### src/snn_sched_pkg.sv
// shared state encoding, stage timing and pass size for the snn neuron scheduler
`default_nettype none

package snn_sched_pkg;

    // one-hot scheduler states, one flop per stage
    typedef enum logic [4:0] {
        st_idle       = 5'b00001,
        st_lif        = 5'b00010,
        st_processing = 5'b00100,
        st_learning   = 5'b01000,
        st_done       = 5'b10000
    } sched_state_t;

    // neuron count of one pass
    typedef logic [10:0] neuron_count_t;

    // cycles spent in the fixed processing stage
    typedef logic [1:0] proc_delay_t;

    // full core size
    localparam neuron_count_t DEFAULT_NEURON_COUNT = 11'd1024;

    // processing engine needs three cycles per neuron
    localparam proc_delay_t PROC_DELAY = 2'd3;

endpackage

`default_nettype wire
### src/snn_scheduler.sv
// snn core scheduler top, steps every neuron through lif, processing and learning
`default_nettype none

module snn_scheduler #(
    parameter int unsigned neuron_count = snn_sched_pkg::DEFAULT_NEURON_COUNT,
    localparam int unsigned addr_w = (neuron_count > 2) ? $clog2(neuron_count) : 2
) (
    input  wire logic              clk,
    input  wire logic              rst,
    input  wire logic              start_snn_compute,
    input  wire logic              spike_valid,
    input  wire logic              spike_output_lif,
    input  wire logic              output_valid_learning_engine,
    output logic                   start_lif,
    output logic                   start_processing_engine,
    output logic                   last_one_processing_engine,
    output logic                   spike_output_processing_engine,
    output logic                   start_learning_engine,
    output logic                   spike_output_learning_engine,
    output logic [addr_w-1:0]      bias_and_encoders_sram_address,
    output logic                   bias_and_encoders_sram_chip_select,
    output logic [addr_w-2:0]      refractory_time_sram_address,
    output logic                   refractory_time_sram_data_select,
    output logic                   refractory_time_sram_chip_select,
    output logic                   refractory_time_sram_write_enable,
    output logic [addr_w-1:0]      voltage_sram_address,
    output logic                   voltage_sram_chip_select,
    output logic                   voltage_sram_write_enable,
    output logic [addr_w-1:0]      weight_sram_address,
    output logic                   weight_sram_chip_select,
    output logic                   weight_sram_write_enable,
    output logic [addr_w-1:0]      trace_value_sram_address,
    output logic                   trace_value_sram_chip_select,
    output logic                   trace_value_sram_write_enable,
    output logic                   over_snn_compute
);

    // events from the state machine
    logic              lif_begin;
    logic              proc_begin;
    logic              learn_begin;
    logic              pass_done;
    logic              in_learning;
    logic              first_neuron;
    logic              last_neuron;
    logic [addr_w-1:0] neuron_idx;

    sched_fsm #(
        .neuron_count(neuron_count)
    ) sched_fsm_inst (
        .clk                          (clk),
        .rst                          (rst),
        .start_snn_compute            (start_snn_compute),
        .spike_valid                  (spike_valid),
        .output_valid_learning_engine (output_valid_learning_engine),
        .lif_begin                    (lif_begin),
        .proc_begin                   (proc_begin),
        .learn_begin                  (learn_begin),
        .pass_done                    (pass_done),
        .in_learning                  (in_learning),
        .first_neuron                 (first_neuron),
        .last_neuron                  (last_neuron),
        .neuron_idx                   (neuron_idx)
    );

    engine_pulses engine_pulses_inst (
        .clk                            (clk),
        .rst                            (rst),
        .start_snn_compute              (start_snn_compute),
        .spike_valid                    (spike_valid),
        .spike_output_lif               (spike_output_lif),
        .lif_begin                      (lif_begin),
        .proc_begin                     (proc_begin),
        .learn_begin                    (learn_begin),
        .in_learning                    (in_learning),
        .first_neuron                   (first_neuron),
        .last_neuron                    (last_neuron),
        .pass_done                      (pass_done),
        .start_lif                      (start_lif),
        .start_processing_engine        (start_processing_engine),
        .last_one_processing_engine     (last_one_processing_engine),
        .spike_output_processing_engine (spike_output_processing_engine),
        .start_learning_engine          (start_learning_engine),
        .spike_output_learning_engine   (spike_output_learning_engine),
        .over_snn_compute               (over_snn_compute)
    );

    sram_strobes #(
        .neuron_count(neuron_count)
    ) sram_strobes_inst (
        .clk                                (clk),
        .rst                                (rst),
        .neuron_idx                         (neuron_idx),
        .start_lif                          (start_lif),
        .spike_valid                        (spike_valid),
        .proc_begin                         (proc_begin),
        .start_learning_engine              (start_learning_engine),
        .output_valid_learning_engine       (output_valid_learning_engine),
        .bias_and_encoders_sram_address     (bias_and_encoders_sram_address),
        .bias_and_encoders_sram_chip_select (bias_and_encoders_sram_chip_select),
        .refractory_time_sram_address       (refractory_time_sram_address),
        .refractory_time_sram_data_select   (refractory_time_sram_data_select),
        .refractory_time_sram_chip_select   (refractory_time_sram_chip_select),
        .refractory_time_sram_write_enable  (refractory_time_sram_write_enable),
        .voltage_sram_address               (voltage_sram_address),
        .voltage_sram_chip_select           (voltage_sram_chip_select),
        .voltage_sram_write_enable          (voltage_sram_write_enable),
        .weight_sram_address                (weight_sram_address),
        .weight_sram_chip_select            (weight_sram_chip_select),
        .weight_sram_write_enable           (weight_sram_write_enable),
        .trace_value_sram_address           (trace_value_sram_address),
        .trace_value_sram_chip_select       (trace_value_sram_chip_select),
        .trace_value_sram_write_enable      (trace_value_sram_write_enable)
    );

endmodule

`default_nettype wire

### src/sram_strobes.sv
// active-low chip-select and write-enable strobes and addresses for the five neuron memories
`default_nettype none

module sram_strobes #(
    parameter int unsigned neuron_count = snn_sched_pkg::DEFAULT_NEURON_COUNT,
    localparam int unsigned addr_w = (neuron_count > 2) ? $clog2(neuron_count) : 2
) (
    input  wire logic              clk,
    input  wire logic              rst,
    input  wire logic [addr_w-1:0] neuron_idx,
    input  wire logic              start_lif,
    input  wire logic              spike_valid,
    input  wire logic              proc_begin,
    input  wire logic              start_learning_engine,
    input  wire logic              output_valid_learning_engine,
    output logic [addr_w-1:0]      bias_and_encoders_sram_address,
    output logic                   bias_and_encoders_sram_chip_select,
    output logic [addr_w-2:0]      refractory_time_sram_address,
    output logic                   refractory_time_sram_data_select,
    output logic                   refractory_time_sram_chip_select,
    output logic                   refractory_time_sram_write_enable,
    output logic [addr_w-1:0]      voltage_sram_address,
    output logic                   voltage_sram_chip_select,
    output logic                   voltage_sram_write_enable,
    output logic [addr_w-1:0]      weight_sram_address,
    output logic                   weight_sram_chip_select,
    output logic                   weight_sram_write_enable,
    output logic [addr_w-1:0]      trace_value_sram_address,
    output logic                   trace_value_sram_chip_select,
    output logic                   trace_value_sram_write_enable
);

    logic lif_access;
    logic learn_access;

    // lif reads its operands at start and writes back with the result
    assign lif_access   = start_lif | spike_valid;
    assign learn_access = start_learning_engine | output_valid_learning_engine;

    // all memories are indexed by neuron
    assign bias_and_encoders_sram_address = neuron_idx;
    assign voltage_sram_address           = neuron_idx;
    assign weight_sram_address            = neuron_idx;
    assign trace_value_sram_address       = neuron_idx;

    // two neurons share one refractory word
    assign refractory_time_sram_address     = neuron_idx[addr_w-1:1];
    assign refractory_time_sram_data_select = neuron_idx[0];

    always_ff @(posedge clk or negedge rst) begin
        if (!rst) begin
            bias_and_encoders_sram_chip_select <= 1'b1;
            refractory_time_sram_chip_select   <= 1'b1;
            refractory_time_sram_write_enable  <= 1'b1;
            voltage_sram_chip_select           <= 1'b1;
            voltage_sram_write_enable          <= 1'b1;
            weight_sram_chip_select            <= 1'b1;
            weight_sram_write_enable           <= 1'b1;
            trace_value_sram_chip_select       <= 1'b1;
            trace_value_sram_write_enable      <= 1'b1;
        end else begin
            bias_and_encoders_sram_chip_select <= ~lif_access;
            refractory_time_sram_chip_select   <= ~lif_access;
            refractory_time_sram_write_enable  <= ~spike_valid;
            voltage_sram_chip_select           <= ~lif_access;
            voltage_sram_write_enable          <= ~spike_valid;
            // weights are also read by the processing stage
            weight_sram_chip_select            <= ~(proc_begin | learn_access);
            weight_sram_write_enable           <= ~output_valid_learning_engine;
            trace_value_sram_chip_select       <= ~learn_access;
            trace_value_sram_write_enable      <= ~output_valid_learning_engine;
        end
    end

    a_write_needs_select: assert property (@(posedge clk) disable iff (!rst)
        !((!refractory_time_sram_write_enable && refractory_time_sram_chip_select) ||
          (!voltage_sram_write_enable && voltage_sram_chip_select) ||
          (!weight_sram_write_enable && weight_sram_chip_select) ||
          (!trace_value_sram_write_enable && trace_value_sram_chip_select)))
        else $error("memory write enabled without chip select");

endmodule

`default_nettype wire

### src/engine_pulses.sv
// lif spike latch and start/spike pulses for the lif, processing and learning engines
`default_nettype none

module engine_pulses (
    input  wire logic clk,
    input  wire logic rst,
    input  wire logic start_snn_compute,
    input  wire logic spike_valid,
    input  wire logic spike_output_lif,
    input  wire logic lif_begin,
    input  wire logic proc_begin,
    input  wire logic learn_begin,
    input  wire logic in_learning,
    input  wire logic first_neuron,
    input  wire logic last_neuron,
    input  wire logic pass_done,
    output logic      start_lif,
    output logic      start_processing_engine,
    output logic      last_one_processing_engine,
    output logic      spike_output_processing_engine,
    output logic      start_learning_engine,
    output logic      spike_output_learning_engine,
    output logic      over_snn_compute
);

    logic spike_q;

    // spike of the current neuron, kept until the next lif result
    always_ff @(posedge clk or negedge rst) begin
        if (!rst) begin
            spike_q <= 1'b0;
        end else if (start_snn_compute) begin
            spike_q <= 1'b0;
        end else if (spike_valid) begin
            spike_q <= spike_output_lif;
        end
    end

    assign start_lif = lif_begin;

    // processing engine is started once per pass and told about the last neuron
    assign start_processing_engine        = proc_begin & first_neuron;
    assign last_one_processing_engine     = proc_begin & last_neuron;
    assign spike_output_processing_engine = proc_begin & spike_q;

    assign start_learning_engine        = learn_begin;
    assign spike_output_learning_engine = in_learning & spike_q;

    assign over_snn_compute = pass_done;

    a_lif_learn_apart: assert property (@(posedge clk) disable iff (!rst)
        !(start_lif && start_learning_engine))
        else $error("lif and learning engine started together");

    // learning starts a fixed distance after the processing stage opens
    a_proc_to_learn: assert property (@(posedge clk) disable iff (!rst)
        proc_begin |-> ##(snn_sched_pkg::PROC_DELAY + 1) learn_begin)
        else $error("learning start off the processing delay");

endmodule

`default_nettype wire

### src/sched_fsm.sv
// per-neuron state machine with neuron counter and processing-stage delay line
`default_nettype none

module sched_fsm #(
    parameter int unsigned neuron_count = snn_sched_pkg::DEFAULT_NEURON_COUNT,
    localparam int unsigned addr_w = (neuron_count > 2) ? $clog2(neuron_count) : 2
) (
    input  wire logic              clk,
    input  wire logic              rst,
    input  wire logic              start_snn_compute,
    input  wire logic              spike_valid,
    input  wire logic              output_valid_learning_engine,
    output logic                   lif_begin,
    output logic                   proc_begin,
    output logic                   learn_begin,
    output logic                   pass_done,
    output logic                   in_learning,
    output logic                   first_neuron,
    output logic                   last_neuron,
    output logic [addr_w-1:0]      neuron_idx
);

    localparam int proc_len = int'(snn_sched_pkg::PROC_DELAY);

    typedef logic [addr_w-1:0] neuron_addr_t;

    snn_sched_pkg::sched_state_t state;
    snn_sched_pkg::sched_state_t state_nx;
    neuron_addr_t                idx;
    logic [proc_len-1:0]         proc_line;

    assign neuron_idx   = idx;
    assign first_neuron = (idx == '0);
    assign last_neuron  = (idx == neuron_addr_t'(neuron_count - 1));
    assign in_learning  = (state == snn_sched_pkg::st_learning);

    // next state
    always_comb begin
        state_nx = state;
        case (state)
            snn_sched_pkg::st_idle: begin
                if (start_snn_compute) begin
                    state_nx = snn_sched_pkg::st_lif;
                end
            end
            snn_sched_pkg::st_lif: begin
                if (spike_valid) begin
                    state_nx = snn_sched_pkg::st_processing;
                end
            end
            snn_sched_pkg::st_processing: begin
                // leave once the begin pulse has crossed the whole delay line
                if (proc_line[proc_len-1]) begin
                    state_nx = snn_sched_pkg::st_learning;
                end
            end
            snn_sched_pkg::st_learning: begin
                if (output_valid_learning_engine) begin
                    state_nx = last_neuron ? snn_sched_pkg::st_done : snn_sched_pkg::st_lif;
                end
            end
            snn_sched_pkg::st_done: begin
                state_nx = snn_sched_pkg::st_idle;
            end
            default: begin
                state_nx = snn_sched_pkg::st_idle;
            end
        endcase
    end

    always_ff @(posedge clk or negedge rst) begin
        if (!rst) begin
            state <= snn_sched_pkg::st_idle;
        end else begin
            state <= state_nx;
        end
    end

    // one-cycle event pulses, taken from the transition being made
    always_ff @(posedge clk or negedge rst) begin
        if (!rst) begin
            lif_begin   <= 1'b0;
            proc_begin  <= 1'b0;
            learn_begin <= 1'b0;
            pass_done   <= 1'b0;
        end else begin
            lif_begin   <= (state != snn_sched_pkg::st_lif) &&
                           (state_nx == snn_sched_pkg::st_lif);
            proc_begin  <= (state == snn_sched_pkg::st_lif) &&
                           (state_nx == snn_sched_pkg::st_processing);
            learn_begin <= (state == snn_sched_pkg::st_processing) &&
                           (state_nx == snn_sched_pkg::st_learning);
            pass_done   <= (state == snn_sched_pkg::st_done);
        end
    end

    // processing stage timer
    always_ff @(posedge clk or negedge rst) begin
        if (!rst) begin
            proc_line <= '0;
        end else begin
            proc_line <= {proc_line[proc_len-2:0], proc_begin};
        end
    end

    // neuron counter, moves on with the learning valid so the next lif sees it
    always_ff @(posedge clk or negedge rst) begin
        if (!rst) begin
            idx <= '0;
        end else if (start_snn_compute) begin
            idx <= '0;
        end else if (in_learning && output_valid_learning_engine && !last_neuron) begin
            idx <= idx + 1'b1;
        end
    end

    a_state_onehot: assert property (@(posedge clk) disable iff (!rst)
        $onehot(state))
        else $error("scheduler state lost its one-hot encoding");

    // a new pass may only be requested between passes
    a_start_when_idle: assert property (@(posedge clk) disable iff (!rst)
        start_snn_compute |-> (state == snn_sched_pkg::st_idle))
        else $error("start_snn_compute while a pass is running");

endmodule

`default_nettype wire

### config.mk
export PLATFORM = sky130hd
export DESIGN_NAME = snn_scheduler
export DESIGN_NICKNAME = d
export VERILOG_FILES = /design/src/snn_sched_pkg.sv /design/src/snn_scheduler.sv /design/src/sram_strobes.sv /design/src/engine_pulses.sv /design/src/sched_fsm.sv
export SDC_FILE = /design/constraint.sdc
export NUM_CORES = 1
export LEC_CHECK = 0
export ABC_AREA = 1
export BUFFER_PORTS_ARGS = -buffer_cell sky130_fd_sc_hd__clkbuf_2
export CORE_ASPECT_RATIO = 0.6
export CORE_UTILIZATION = 43
export DETAILED_ROUTE_END_ITERATION = 16
export PLACE_DENSITY = 0.76
export SETUP_SLACK_MARGIN = 0.1
export SLEW_MARGIN = 20
export SYNTH_ARGS = -nofsm -noshare
export SYNTH_HDL_FRONTEND = slang
export SYNTH_SLANG_ARGS = --single-unit
### constraint.sdc
create_clock -name clk -period 1.52 [get_ports clk]
set_input_delay 0 -clock clk [delete_from_list [all_inputs] [get_ports clk]]
set_output_delay 0 -clock clk [all_outputs]
set_load 0.1 [all_outputs]
==> metrics.txt, run 1 <==
# TYPE chip_impl_metric gauge
chip_impl_info{name="result_of_the_run",value="complete, but fails checks"} 1
chip_impl_info{name="failed_checks",value="design-rule violations, negative setup slack"} 1
chip_impl_info{name="worst-setup-path-type",value="reg -> out"} 1
chip_impl_metric{name="hold_viol",unit=""} 0
chip_impl_metric{name="io_pins",unit=""} 72
chip_impl_metric{name="initial_core_utilization",unit=""} 0.461
chip_impl_metric{name="synthesis.yosys.warnings",unit=""} 0
chip_impl_metric{name="h_tree_levels",unit=""} 1
chip_impl_metric{name="layout-drive-gt1-share",unit=""} 0.562
chip_impl_info{name="startpoint_of_the_lowest_slack_register_to_register_path",value="sched_fsm_inst.neuron_idx[0]$_DFFE_PN0P_"} 1
chip_impl_metric{name="clkSlewWorstSetupHoldPaths",unit="ns"} 0.10
chip_impl_info{name="yosys.area.top_type",value="sky130_fd_sc_hd__dfrtp_1"} 1
chip_impl_metric{name="dpl.cell_count",unit=""} 286
chip_impl_info{name="worstSetupStartpoint",value="sched_fsm_inst.neuron_idx[0]$_DFFE_PN0P_"} 1
chip_impl_metric{name="cts_inserted_buffers",unit=""} 3
chip_impl_metric{name="route.detailed.wl_per_inst",unit="µm"} 12.1
chip_impl_metric{name="yosysUniqueCellTypes",unit=""} 27
chip_impl_metric{name="final_cell_count_no_fill",unit=""} 298
chip_impl_metric{name="syn-instance-count",unit=""} 202
chip_impl_metric{name="mappedNetlistNets",unit=""} 210
chip_impl_metric{name="synth_area",unit="µm²"} 1740
chip_impl_info{name="r2r_end",value="sched_fsm_inst.neuron_idx[5]$_DFFE_PN0P_"} 1
chip_impl_metric{name="final.setup.worst_slack",unit="ns"} -0.115
chip_impl_metric{name="global_router_s_overall_resource_usage",unit=""} 0.177
chip_impl_metric{name="std_cell_rows",unit=""} 17
chip_impl_metric{name="post-dp-hpwl",unit="µm"} 2690
chip_impl_metric{name="flow.area_growth_from_synthesis",unit="%"} 29.2
chip_impl_metric{name="worst_ep_required_time",unit="ns"} 1.52
chip_impl_metric{name="route.detailed.drc",unit=""} 14
chip_impl_metric{name="core",unit="µm²"} 3760
chip_impl_metric{name="timing.final.crit_period",unit="ns"} 1.63
chip_impl_info{name="tritoncts",value="built"} 1
chip_impl_metric{name="wire_length_of_the_first_global_routing_pass",unit="µm"} 5740
chip_impl_metric{name="nets_final",unit=""} 260
chip_impl_metric{name="r2r_setup_slack",unit="ns"} -0.06
chip_impl_metric{name="fin_total_pwr",unit="mW"} 2.14
chip_impl_metric{name="maximum_clock_skew_at_final_layout",unit="ns"} 0.0142
chip_impl_metric{name="number_of_global_route_vias_before_repair",unit=""} 1141
chip_impl_info{name="clock_tree.root_cell",value="sky130_fd_sc_hd__clkbuf_8"} 1
chip_impl_metric{name="viasPerCell",unit=""} 4.73
chip_impl_metric{name="layout.filler_cells",unit=""} 314
chip_impl_metric{name="maxCapViolations",unit=""} 0
chip_impl_metric{name="cts_sink_count",unit=""} 28
chip_impl_metric{name="yosys_register_bits",unit=""} 28
chip_impl_metric{name="cts.path.max_buffers",unit=""} 2
chip_impl_metric{name="drtAntennaViolNets",unit=""} 0
chip_impl_metric{name="ys_seq_area_frac",unit=""} 0.408
chip_impl_metric{name="totalWireLength",unit="µm"} 3620
chip_impl_metric{name="drv_slew",unit=""} 0
chip_impl_metric{name="achievable-frequency",unit="MHz"} 612
chip_impl_metric{name="p_leak",unit="nW"} 1.18
chip_impl_metric{name="r2r.worst_path.cells",unit=""} 11
chip_impl_info{name="yosys-top-cells-area",value="sky130_fd_sc_hd__dfrtp_1 (32%), sky130_fd_sc_hd__buf_4 (19%), sky130_fd_sc_hd__dfstp_2 (9.1%)"} 1
chip_impl_metric{name="powerDensity",unit="nW/µm²"} 955
chip_impl_info{name="timing.hold.worst.class",value="in -> reg"} 1
chip_impl_info{name="critical_path.endpoint_type",value="primary output"} 1
chip_impl_info{name="timing.critical_path.to",value="start_processing_engine"} 1
chip_impl_metric{name="largest_net_degree_at_the_start_of_global_routing",unit=""} 29
chip_impl_metric{name="antenna_violations_before_repair",unit=""} 0
chip_impl_metric{name="grt_overflow",unit=""} 0
chip_impl_metric{name="die-area",unit="µm²"} 4300
chip_impl_metric{name="vias",unit=""} 1411
chip_impl_metric{name="die_height",unit="µm"} 51.2
chip_impl_metric{name="antenna_cells",unit=""} 0
chip_impl_metric{name="vdd.ir_drop.worst",unit="mV"} 0.729
chip_impl_metric{name="gp_weighted_congestion",unit=""} 0.826
chip_impl_metric{name="floorplan.die.width",unit="µm"} 84.0
chip_impl_info{name="layout_common_cells",value="sky130_fd_sc_hd__clkbuf_2 (58), sky130_fd_sc_hd__nand2_1 (34), sky130_fd_sc_hd__inv_1 (19)"} 1
chip_impl_metric{name="critPathMaxFanout",unit=""} 2
chip_impl_info{name="grt_setup_unrepaired",value="true"} 1
chip_impl_metric{name="first_iter_violations",unit=""} 141
chip_impl_metric{name="numPortBuffers",unit=""} 71
chip_impl_metric{name="final_clock_period_utilization_by_the_worst_path",unit=""} 1.08
chip_impl_metric{name="timing.max_slew.rel_slack",unit=""} 0.553
chip_impl_metric{name="critPathArrivalTime",unit="ns"} 1.63
chip_impl_metric{name="setup_viol",unit=""} 12
chip_impl_info{name="most_common_library_cell_in_the_layout_ignoring_fill_and_taps",value="sky130_fd_sc_hd__clkbuf_2"} 1
chip_impl_metric{name="drt_pre_antenna_iters",unit=""} 10
chip_impl_info{name="startpoint_type",value="register"} 1
chip_impl_metric{name="clkLatencyLatePin",unit="ns"} 0.28
chip_impl_metric{name="tightest_slew",unit="ns"} 0.671
chip_impl_metric{name="synth.top_cell.area_share",unit=""} 0.317
chip_impl_metric{name="syn-mean-instance-area",unit="µm²"} 8.59
[logic make-up (layout without fill, tap and decap cells)]
logic type / count (synthesis) / count (layout) / share of synthesized area
buf+inv: 72 / 120 / 0.256
xor+xnor: 1 / 1 / 0.00505
simple gates: 92 / 93 / 0.293
compound gates: 7 / 7 / 0.0231
fa+ha+maj: 2 / 2 / 0.0144
flops: 28 / 28 / 0.408
[per-layer routing]
| layer | track usage | vias up | routed length (µm) |
|---|---|---|---|
| met5 | 0 | - | 0 |
| met4 | 0.0345 | 0 | 0 |
| met3 | 0.0404 | 0 | 248 |
| met2 | 0.258 | 65 | 1540 |
| met1 | 0.267 | 650 | 1830 |
| li1 | - | 696 | - |
[worst max-delay path: stages (launching register included)]
cell and delay (ns):
sky130_fd_sc_hd__dfrtp_4 0.51, sky130_fd_sc_hd__buf_8 0.14, sky130_fd_sc_hd__inv_8 0.05, sky130_fd_sc_hd__ha_4 0.10, sky130_fd_sc_hd__nand4_1 0.12, sky130_fd_sc_hd__nor4_4 0.21
sky130_fd_sc_hd__buf_12 0.21
[layout make-up]
cell class / count / area (µm²) / area share
Sequential cell: 28 / 726 / 0.324
Timing Repair Buffer: 90 / 607 / 0.271
Inverter: 26 / 110 / 0.0491
Clock buffer: 3 / 41.3 / 0.0184
Multi-Input combinational cell: 103 / 669 / 0.299
Clock inverter: 1 / 30.0 / 0.0134
Tap cell: 47 / 58.8 / 0.0262
[metrics by stage]
stage,hold WS [ns],setup TNS [ns],util,instance area (µm²),worst slack (ns)
after floorplan,-0.296,-3.75,-,1800,-0.537
after global placement,0.0754,0,0.535,2010,0.0523
after detailed placement,0.0741,0,0.535,2010,0.0508
after CTS,0.0261,-0.767,0.584,2200,-0.0973
after global routing,0.0493,-1.40,0.596,2240,-0.189
final,0.0198,-0.562,0.596,2240,-0.115
[report_power, final]
group / switching, mW / leakage [nW] / internal, mW
sequential: 0.0637 / 0.349 / 0.842
clock: 0.231 / 0.0357 / 0.353
combinational: 0.517 / 0.798 / 0.134
[cells in the mapped netlist]
library cell and instances:
sky130_fd_sc_hd__buf_4 44, sky130_fd_sc_hd__nand2_1 38, sky130_fd_sc_hd__inv_1 24, sky130_fd_sc_hd__dfrtp_1 22
sky130_fd_sc_hd__nand4_1 14, sky130_fd_sc_hd__nor2_1 14, sky130_fd_sc_hd__nand3_1 8, sky130_fd_sc_hd__dfstp_2 6
sky130_fd_sc_hd__nor2_4 5, sky130_fd_sc_hd__nand2_2 3, sky130_fd_sc_hd__o21ai_0 3, sky130_fd_sc_hd__ha_1 2
sky130_fd_sc_hd__inv_2 2, sky130_fd_sc_hd__nand3_2 2, sky130_fd_sc_hd__o22ai_1 2, sky130_fd_sc_hd__or2_2 2
sky130_fd_sc_hd__a21oi_1 1, sky130_fd_sc_hd__buf_2 1, sky130_fd_sc_hd__buf_6 1, sky130_fd_sc_hd__nand3b_4 1
sky130_fd_sc_hd__nand4_4 1, sky130_fd_sc_hd__nor2_2 1, sky130_fd_sc_hd__nor2_8 1, sky130_fd_sc_hd__nor3_1 1
sky130_fd_sc_hd__nor4_1 1, sky130_fd_sc_hd__o211ai_1 1, sky130_fd_sc_hd__xnor2_1 1
[sequential cells by signal, summed over array words and instances (netlist names)]
name / cells
sched_fsm_inst.neuron_idx: 10
sched_fsm_inst.state: 5
sched_fsm_inst.proc_line: 3
engine_pulses_inst.spike_q: 1
sched_fsm_inst.learn_begin: 1
sched_fsm_inst.lif_begin: 1
sched_fsm_inst.pass_done: 1
sched_fsm_inst.proc_begin: 1
sram_strobes_inst.bias_and_encoders_sram_chip_select: 1
sram_strobes_inst.refractory_time_sram_write_enable: 1
sram_strobes_inst.trace_value_sram_chip_select: 1
sram_strobes_inst.trace_value_sram_write_enable: 1
sram_strobes_inst.weight_sram_chip_select: 1
[how the worst min path moves through the flow]
stage	slack, ns	cells past startpoint	to	from
finish	0.02	3	engine_pulses_inst.spike_q$_DFFE_PN0P_	spike_output_lif
global route	0.05	3	engine_pulses_inst.spike_q$_DFFE_PN0P_	spike_output_lif
CTS	0.03	3	engine_pulses_inst.spike_q$_DFFE_PN0P_	spike_output_lif
detailed placement	0.07	1	sched_fsm_inst.learn_begin$_DFF_PN0_	rst
global placement	0.08	1	sched_fsm_inst.learn_begin$_DFF_PN0_	rst
floorplan	-0.30	0	engine_pulses_inst.spike_q$_DFFE_PN0P_	rst
[repair_timing]
action                                 4_1_cts  5_1_grt
buffers inserted                             4        0
hold buffers                                 3        0
pin swaps                                    3       10
gates cloned                                 1        0
endpoints found under the hold margin       28        0
resized for setup                           15       19
setup endpoints to repair                   13       19
Power figures use the tool's default switching activity.
==> run 2, diff against run 1 <==
GPL_TIMING_DRIVEN = 0   (was default)
PLACE_DENSITY = 0.88   (was 0.76)
==> run 2 against run 1 <==
Effect of this change:
- non-clock buffer count increased by 42
- power decreased by 2.8%
- via count increased by 11%
- the flow still finishes with violations (design-rule violations, negative setup slack)
- utilization increased by 7.2 points
- worst setup slack got worse by 0.039 ns
==> metrics.txt, run 2 (synthesis results as in run 1) <==
# TYPE chip_impl_metric gauge
chip_impl_metric{name="final.setup.worst_slack",unit="ns"} -0.154
chip_impl_info{name="tritoncts",value="built"} 1
chip_impl_metric{name="powerDensity",unit="nW/µm²"} 828
chip_impl_info{name="startpoint_type",value="register"} 1
chip_impl_metric{name="wire_length_of_the_first_global_routing_pass",unit="µm"} 6630
chip_impl_info{name="failed_checks",value="design-rule violations, negative setup slack"} 1
chip_impl_info{name="grt_setup_unrepaired",value="true"} 1
chip_impl_metric{name="flow.area_growth_from_synthesis",unit="%"} 44.8
chip_impl_metric{name="io_pins",unit=""} 72
chip_impl_info{name="path_delay_family",value="simple AND/OR/NAND/NOR gates"} 1
chip_impl_info{name="timing.hold.worst.class",value="in -> reg"} 1
chip_impl_info{name="startpoint_of_the_lowest_slack_register_to_register_path",value="sched_fsm_inst.neuron_idx[0]$_DFFE_PN0P_"} 1
chip_impl_metric{name="timing.max_slew.rel_slack",unit=""} 0.542
chip_impl_info{name="worstSetupStartpoint",value="sched_fsm_inst.neuron_idx[0]$_DFFE_PN0P_"} 1
chip_impl_metric{name="postLayoutCoreUtil",unit=""} 0.667
chip_impl_metric{name="route.detailed.wl_per_inst",unit="µm"} 11.9
chip_impl_info{name="clock_tree.root_cell",value="sky130_fd_sc_hd__clkbuf_8"} 1
chip_impl_metric{name="drv_slew",unit=""} 0
chip_impl_metric{name="crit_path_largest_cell_delay",unit="ns"} 0.47
chip_impl_metric{name="tightest_slew",unit="ns"} 0.687
chip_impl_metric{name="route.detailed.drc",unit=""} 14
chip_impl_metric{name="pre_cts_ws",unit="ns"} -0.308
chip_impl_metric{name="final_clock_period_utilization_by_the_worst_path",unit=""} 1.10
chip_impl_metric{name="antenna_cells",unit=""} 0
chip_impl_info{name="worst_hold_path.endpoint",value="engine_pulses_inst.spike_q$_DFFE_PN0P_"} 1
chip_impl_info{name="critical_path.endpoint_type",value="primary output"} 1
chip_impl_metric{name="largest_net_degree_at_the_start_of_global_routing",unit=""} 29
chip_impl_metric{name="setup_viol",unit=""} 12
chip_impl_metric{name="die_height",unit="µm"} 51.2
chip_impl_metric{name="r2r_setup_slack",unit="ns"} -0.04
chip_impl_metric{name="h_tree_levels",unit=""} 1
chip_impl_info{name="critical-path-top-cell-by-count",value="sky130_fd_sc_hd__nor2_4"} 1
chip_impl_info{name="result_of_the_run",value="complete, but fails checks"} 1
chip_impl_metric{name="drtAntennaViolNets",unit=""} 0
chip_impl_metric{name="initial_core_utilization",unit=""} 0.461
chip_impl_metric{name="clkSlewWorstSetupHoldPaths",unit="ns"} 0.09
chip_impl_metric{name="achievable-frequency",unit="MHz"} 598
chip_impl_metric{name="totalWireLength",unit="µm"} 4030
chip_impl_metric{name="final_design_area_no_fill",unit="µm²"} 2510
chip_impl_metric{name="fin_total_pwr",unit="mW"} 2.08
chip_impl_metric{name="die-area",unit="µm²"} 4300
chip_impl_info{name="r2r_end",value="sched_fsm_inst.neuron_idx[3]$_DFFE_PN0P_"} 1
chip_impl_metric{name="nets_final",unit=""} 301
chip_impl_metric{name="global_router_s_overall_resource_usage",unit=""} 0.201
chip_impl_metric{name="vias",unit=""} 1561
chip_impl_metric{name="worst_ep_required_time",unit="ns"} 1.52
chip_impl_info{name="hold_path_startpoint",value="spike_output_lif"} 1
chip_impl_metric{name="drt_pre_antenna_iters",unit=""} 11
chip_impl_metric{name="post-dp-hpwl",unit="µm"} 2720
chip_impl_info{name="layout_common_cells",value="sky130_fd_sc_hd__buf_4 (61), sky130_fd_sc_hd__clkbuf_2 (52), sky130_fd_sc_hd__nand2_1 (35)"} 1
chip_impl_metric{name="numPortBuffers",unit=""} 71
chip_impl_metric{name="p_leak",unit="nW"} 1.40
chip_impl_metric{name="timing.final.crit_period",unit="ns"} 1.67
chip_impl_metric{name="clkLatencyLatePin",unit="ns"} 0.28
chip_impl_metric{name="r2r.worst_path.cells",unit=""} 9
chip_impl_info{name="worst-setup-path-type",value="reg -> out"} 1
chip_impl_metric{name="antenna_violations_before_repair",unit=""} 0
chip_impl_metric{name="largest_register_ffs",unit=""} 10
chip_impl_metric{name="floorplan.die.width",unit="µm"} 84.0
chip_impl_metric{name="critPathArrivalTime",unit="ns"} 1.67
chip_impl_metric{name="vdd.ir_drop.worst",unit="mV"} 0.730
chip_impl_metric{name="maxCapViolations",unit=""} 0
chip_impl_metric{name="timing.hold.worst_path_depth",unit=""} 3
chip_impl_metric{name="first_iter_violations",unit=""} 118
chip_impl_metric{name="gp_weighted_congestion",unit=""} 0.860
chip_impl_info{name="worst_path_max_delay_cell",value="sky130_fd_sc_hd__dfrtp_4"} 1
chip_impl_metric{name="number_of_global_route_vias_before_repair",unit=""} 1403
chip_impl_metric{name="viasPerCell",unit=""} 4.60
chip_impl_metric{name="combined_buffer_and_inverter_count_along_the_critical_path",unit=""} 2
chip_impl_metric{name="maximum_clock_skew_at_final_layout",unit="ns"} 0.00342
chip_impl_metric{name="layout-drive-gt1-share",unit=""} 0.616
chip_impl_metric{name="cts_sink_count",unit=""} 28
chip_impl_metric{name="final.hold.worst_slack",unit="ns"} 0.0180
chip_impl_metric{name="std_cell_rows",unit=""} 17
chip_impl_metric{name="cts.path.max_buffers",unit=""} 2
chip_impl_metric{name="cts_inserted_buffers",unit=""} 3
chip_impl_info{name="path_cells",value="ha_4 > nand2_4 > nor2_4 > nand2_2 > nor2_4 > inv_2 > nor2_4 > clkbuf_16"} 1
chip_impl_metric{name="critPathMaxFanout",unit=""} 4
chip_impl_metric{name="hold_viol",unit=""} 0
chip_impl_metric{name="grt_overflow",unit=""} 0
chip_impl_metric{name="post_dp_cell_area",unit="µm²"} 2210
chip_impl_info{name="most_common_library_cell_in_the_layout_ignoring_fill_and_taps",value="sky130_fd_sc_hd__buf_4"} 1
chip_impl_metric{name="core",unit="µm²"} 3760
run 2: cell types whose count changed in the layout (fill, tap and decap cells not counted), sizes merged:
cell / delta
buf: +55
clkbuf: -13
nor2: -1
dlygate4sd3: +1
bufinv: -1
run 2: layout make-up:
type	instances	area (µm²)
fillers	299	1250
flip-flops and latches	28	726
multi-input cells	102	668
repair buffers	86	556
plain buffers	46	347
inverters	26	103
well taps	47	58.8
clock buffers	4	55.1
run 2: power by group:
group / internal (mW) / switching (mW) / leakage [nW]
Sequential: 0.843 / 0.0662 / 0.349
Clock: 0.232 / 0.233 / 0.0288
Combinational: 0.171 / 0.536 / 1.02
Total: 1.25 / 0.835 / 1.40
run 2: metrics by stage:
stage	setup TNS (ns)	instances
6_report	-0.350	339
5_1_grt	-1.13	339
4_1_cts	-0.352	336
3_5_place_dp	-2.07	320
3_3_place_gp	-1.70	320
2_1_floorplan	-3.75	202
run 2: worst max path at each step:
stage | slack (ns) | depth (start not counted) | end
after floorplan | -0.54 | 4 | start_processing_engine
after global placement | -0.28 | 8 | last_one_processing_engine
after detailed placement | -0.31 | 8 | last_one_processing_engine
after CTS | -0.14 | 8 | last_one_processing_engine
after global routing | -0.22 | 8 | last_one_processing_engine
final | -0.15 | 8 | last_one_processing_engine
run 2: worst min-delay path: stages:
cell                       delay, ns
sky130_fd_sc_hd__clkbuf_2       0.07
sky130_fd_sc_hd__o21ai_0        0.15
sky130_fd_sc_hd__a21oi_1        0.04
run 2: timing repair:
action | CTS | global route
setup endpoints to repair | 16 | 23
pin swaps | 7 | 5
buffers inserted | 7 | 3
gates cloned | 1 | 0
resized for setup | 27 | 14
hold endpoints to repair | 29 | 0
hold buffers | 4 | 0
run 2: per-layer routing:
layer | global-route usage | wire [µm]
met3 | 0.0517 | 308
met5 | 0 | 0
met2 | 0.333 | 1910
met1 | 0.272 | 1790
met4 | 0.0345 | 18
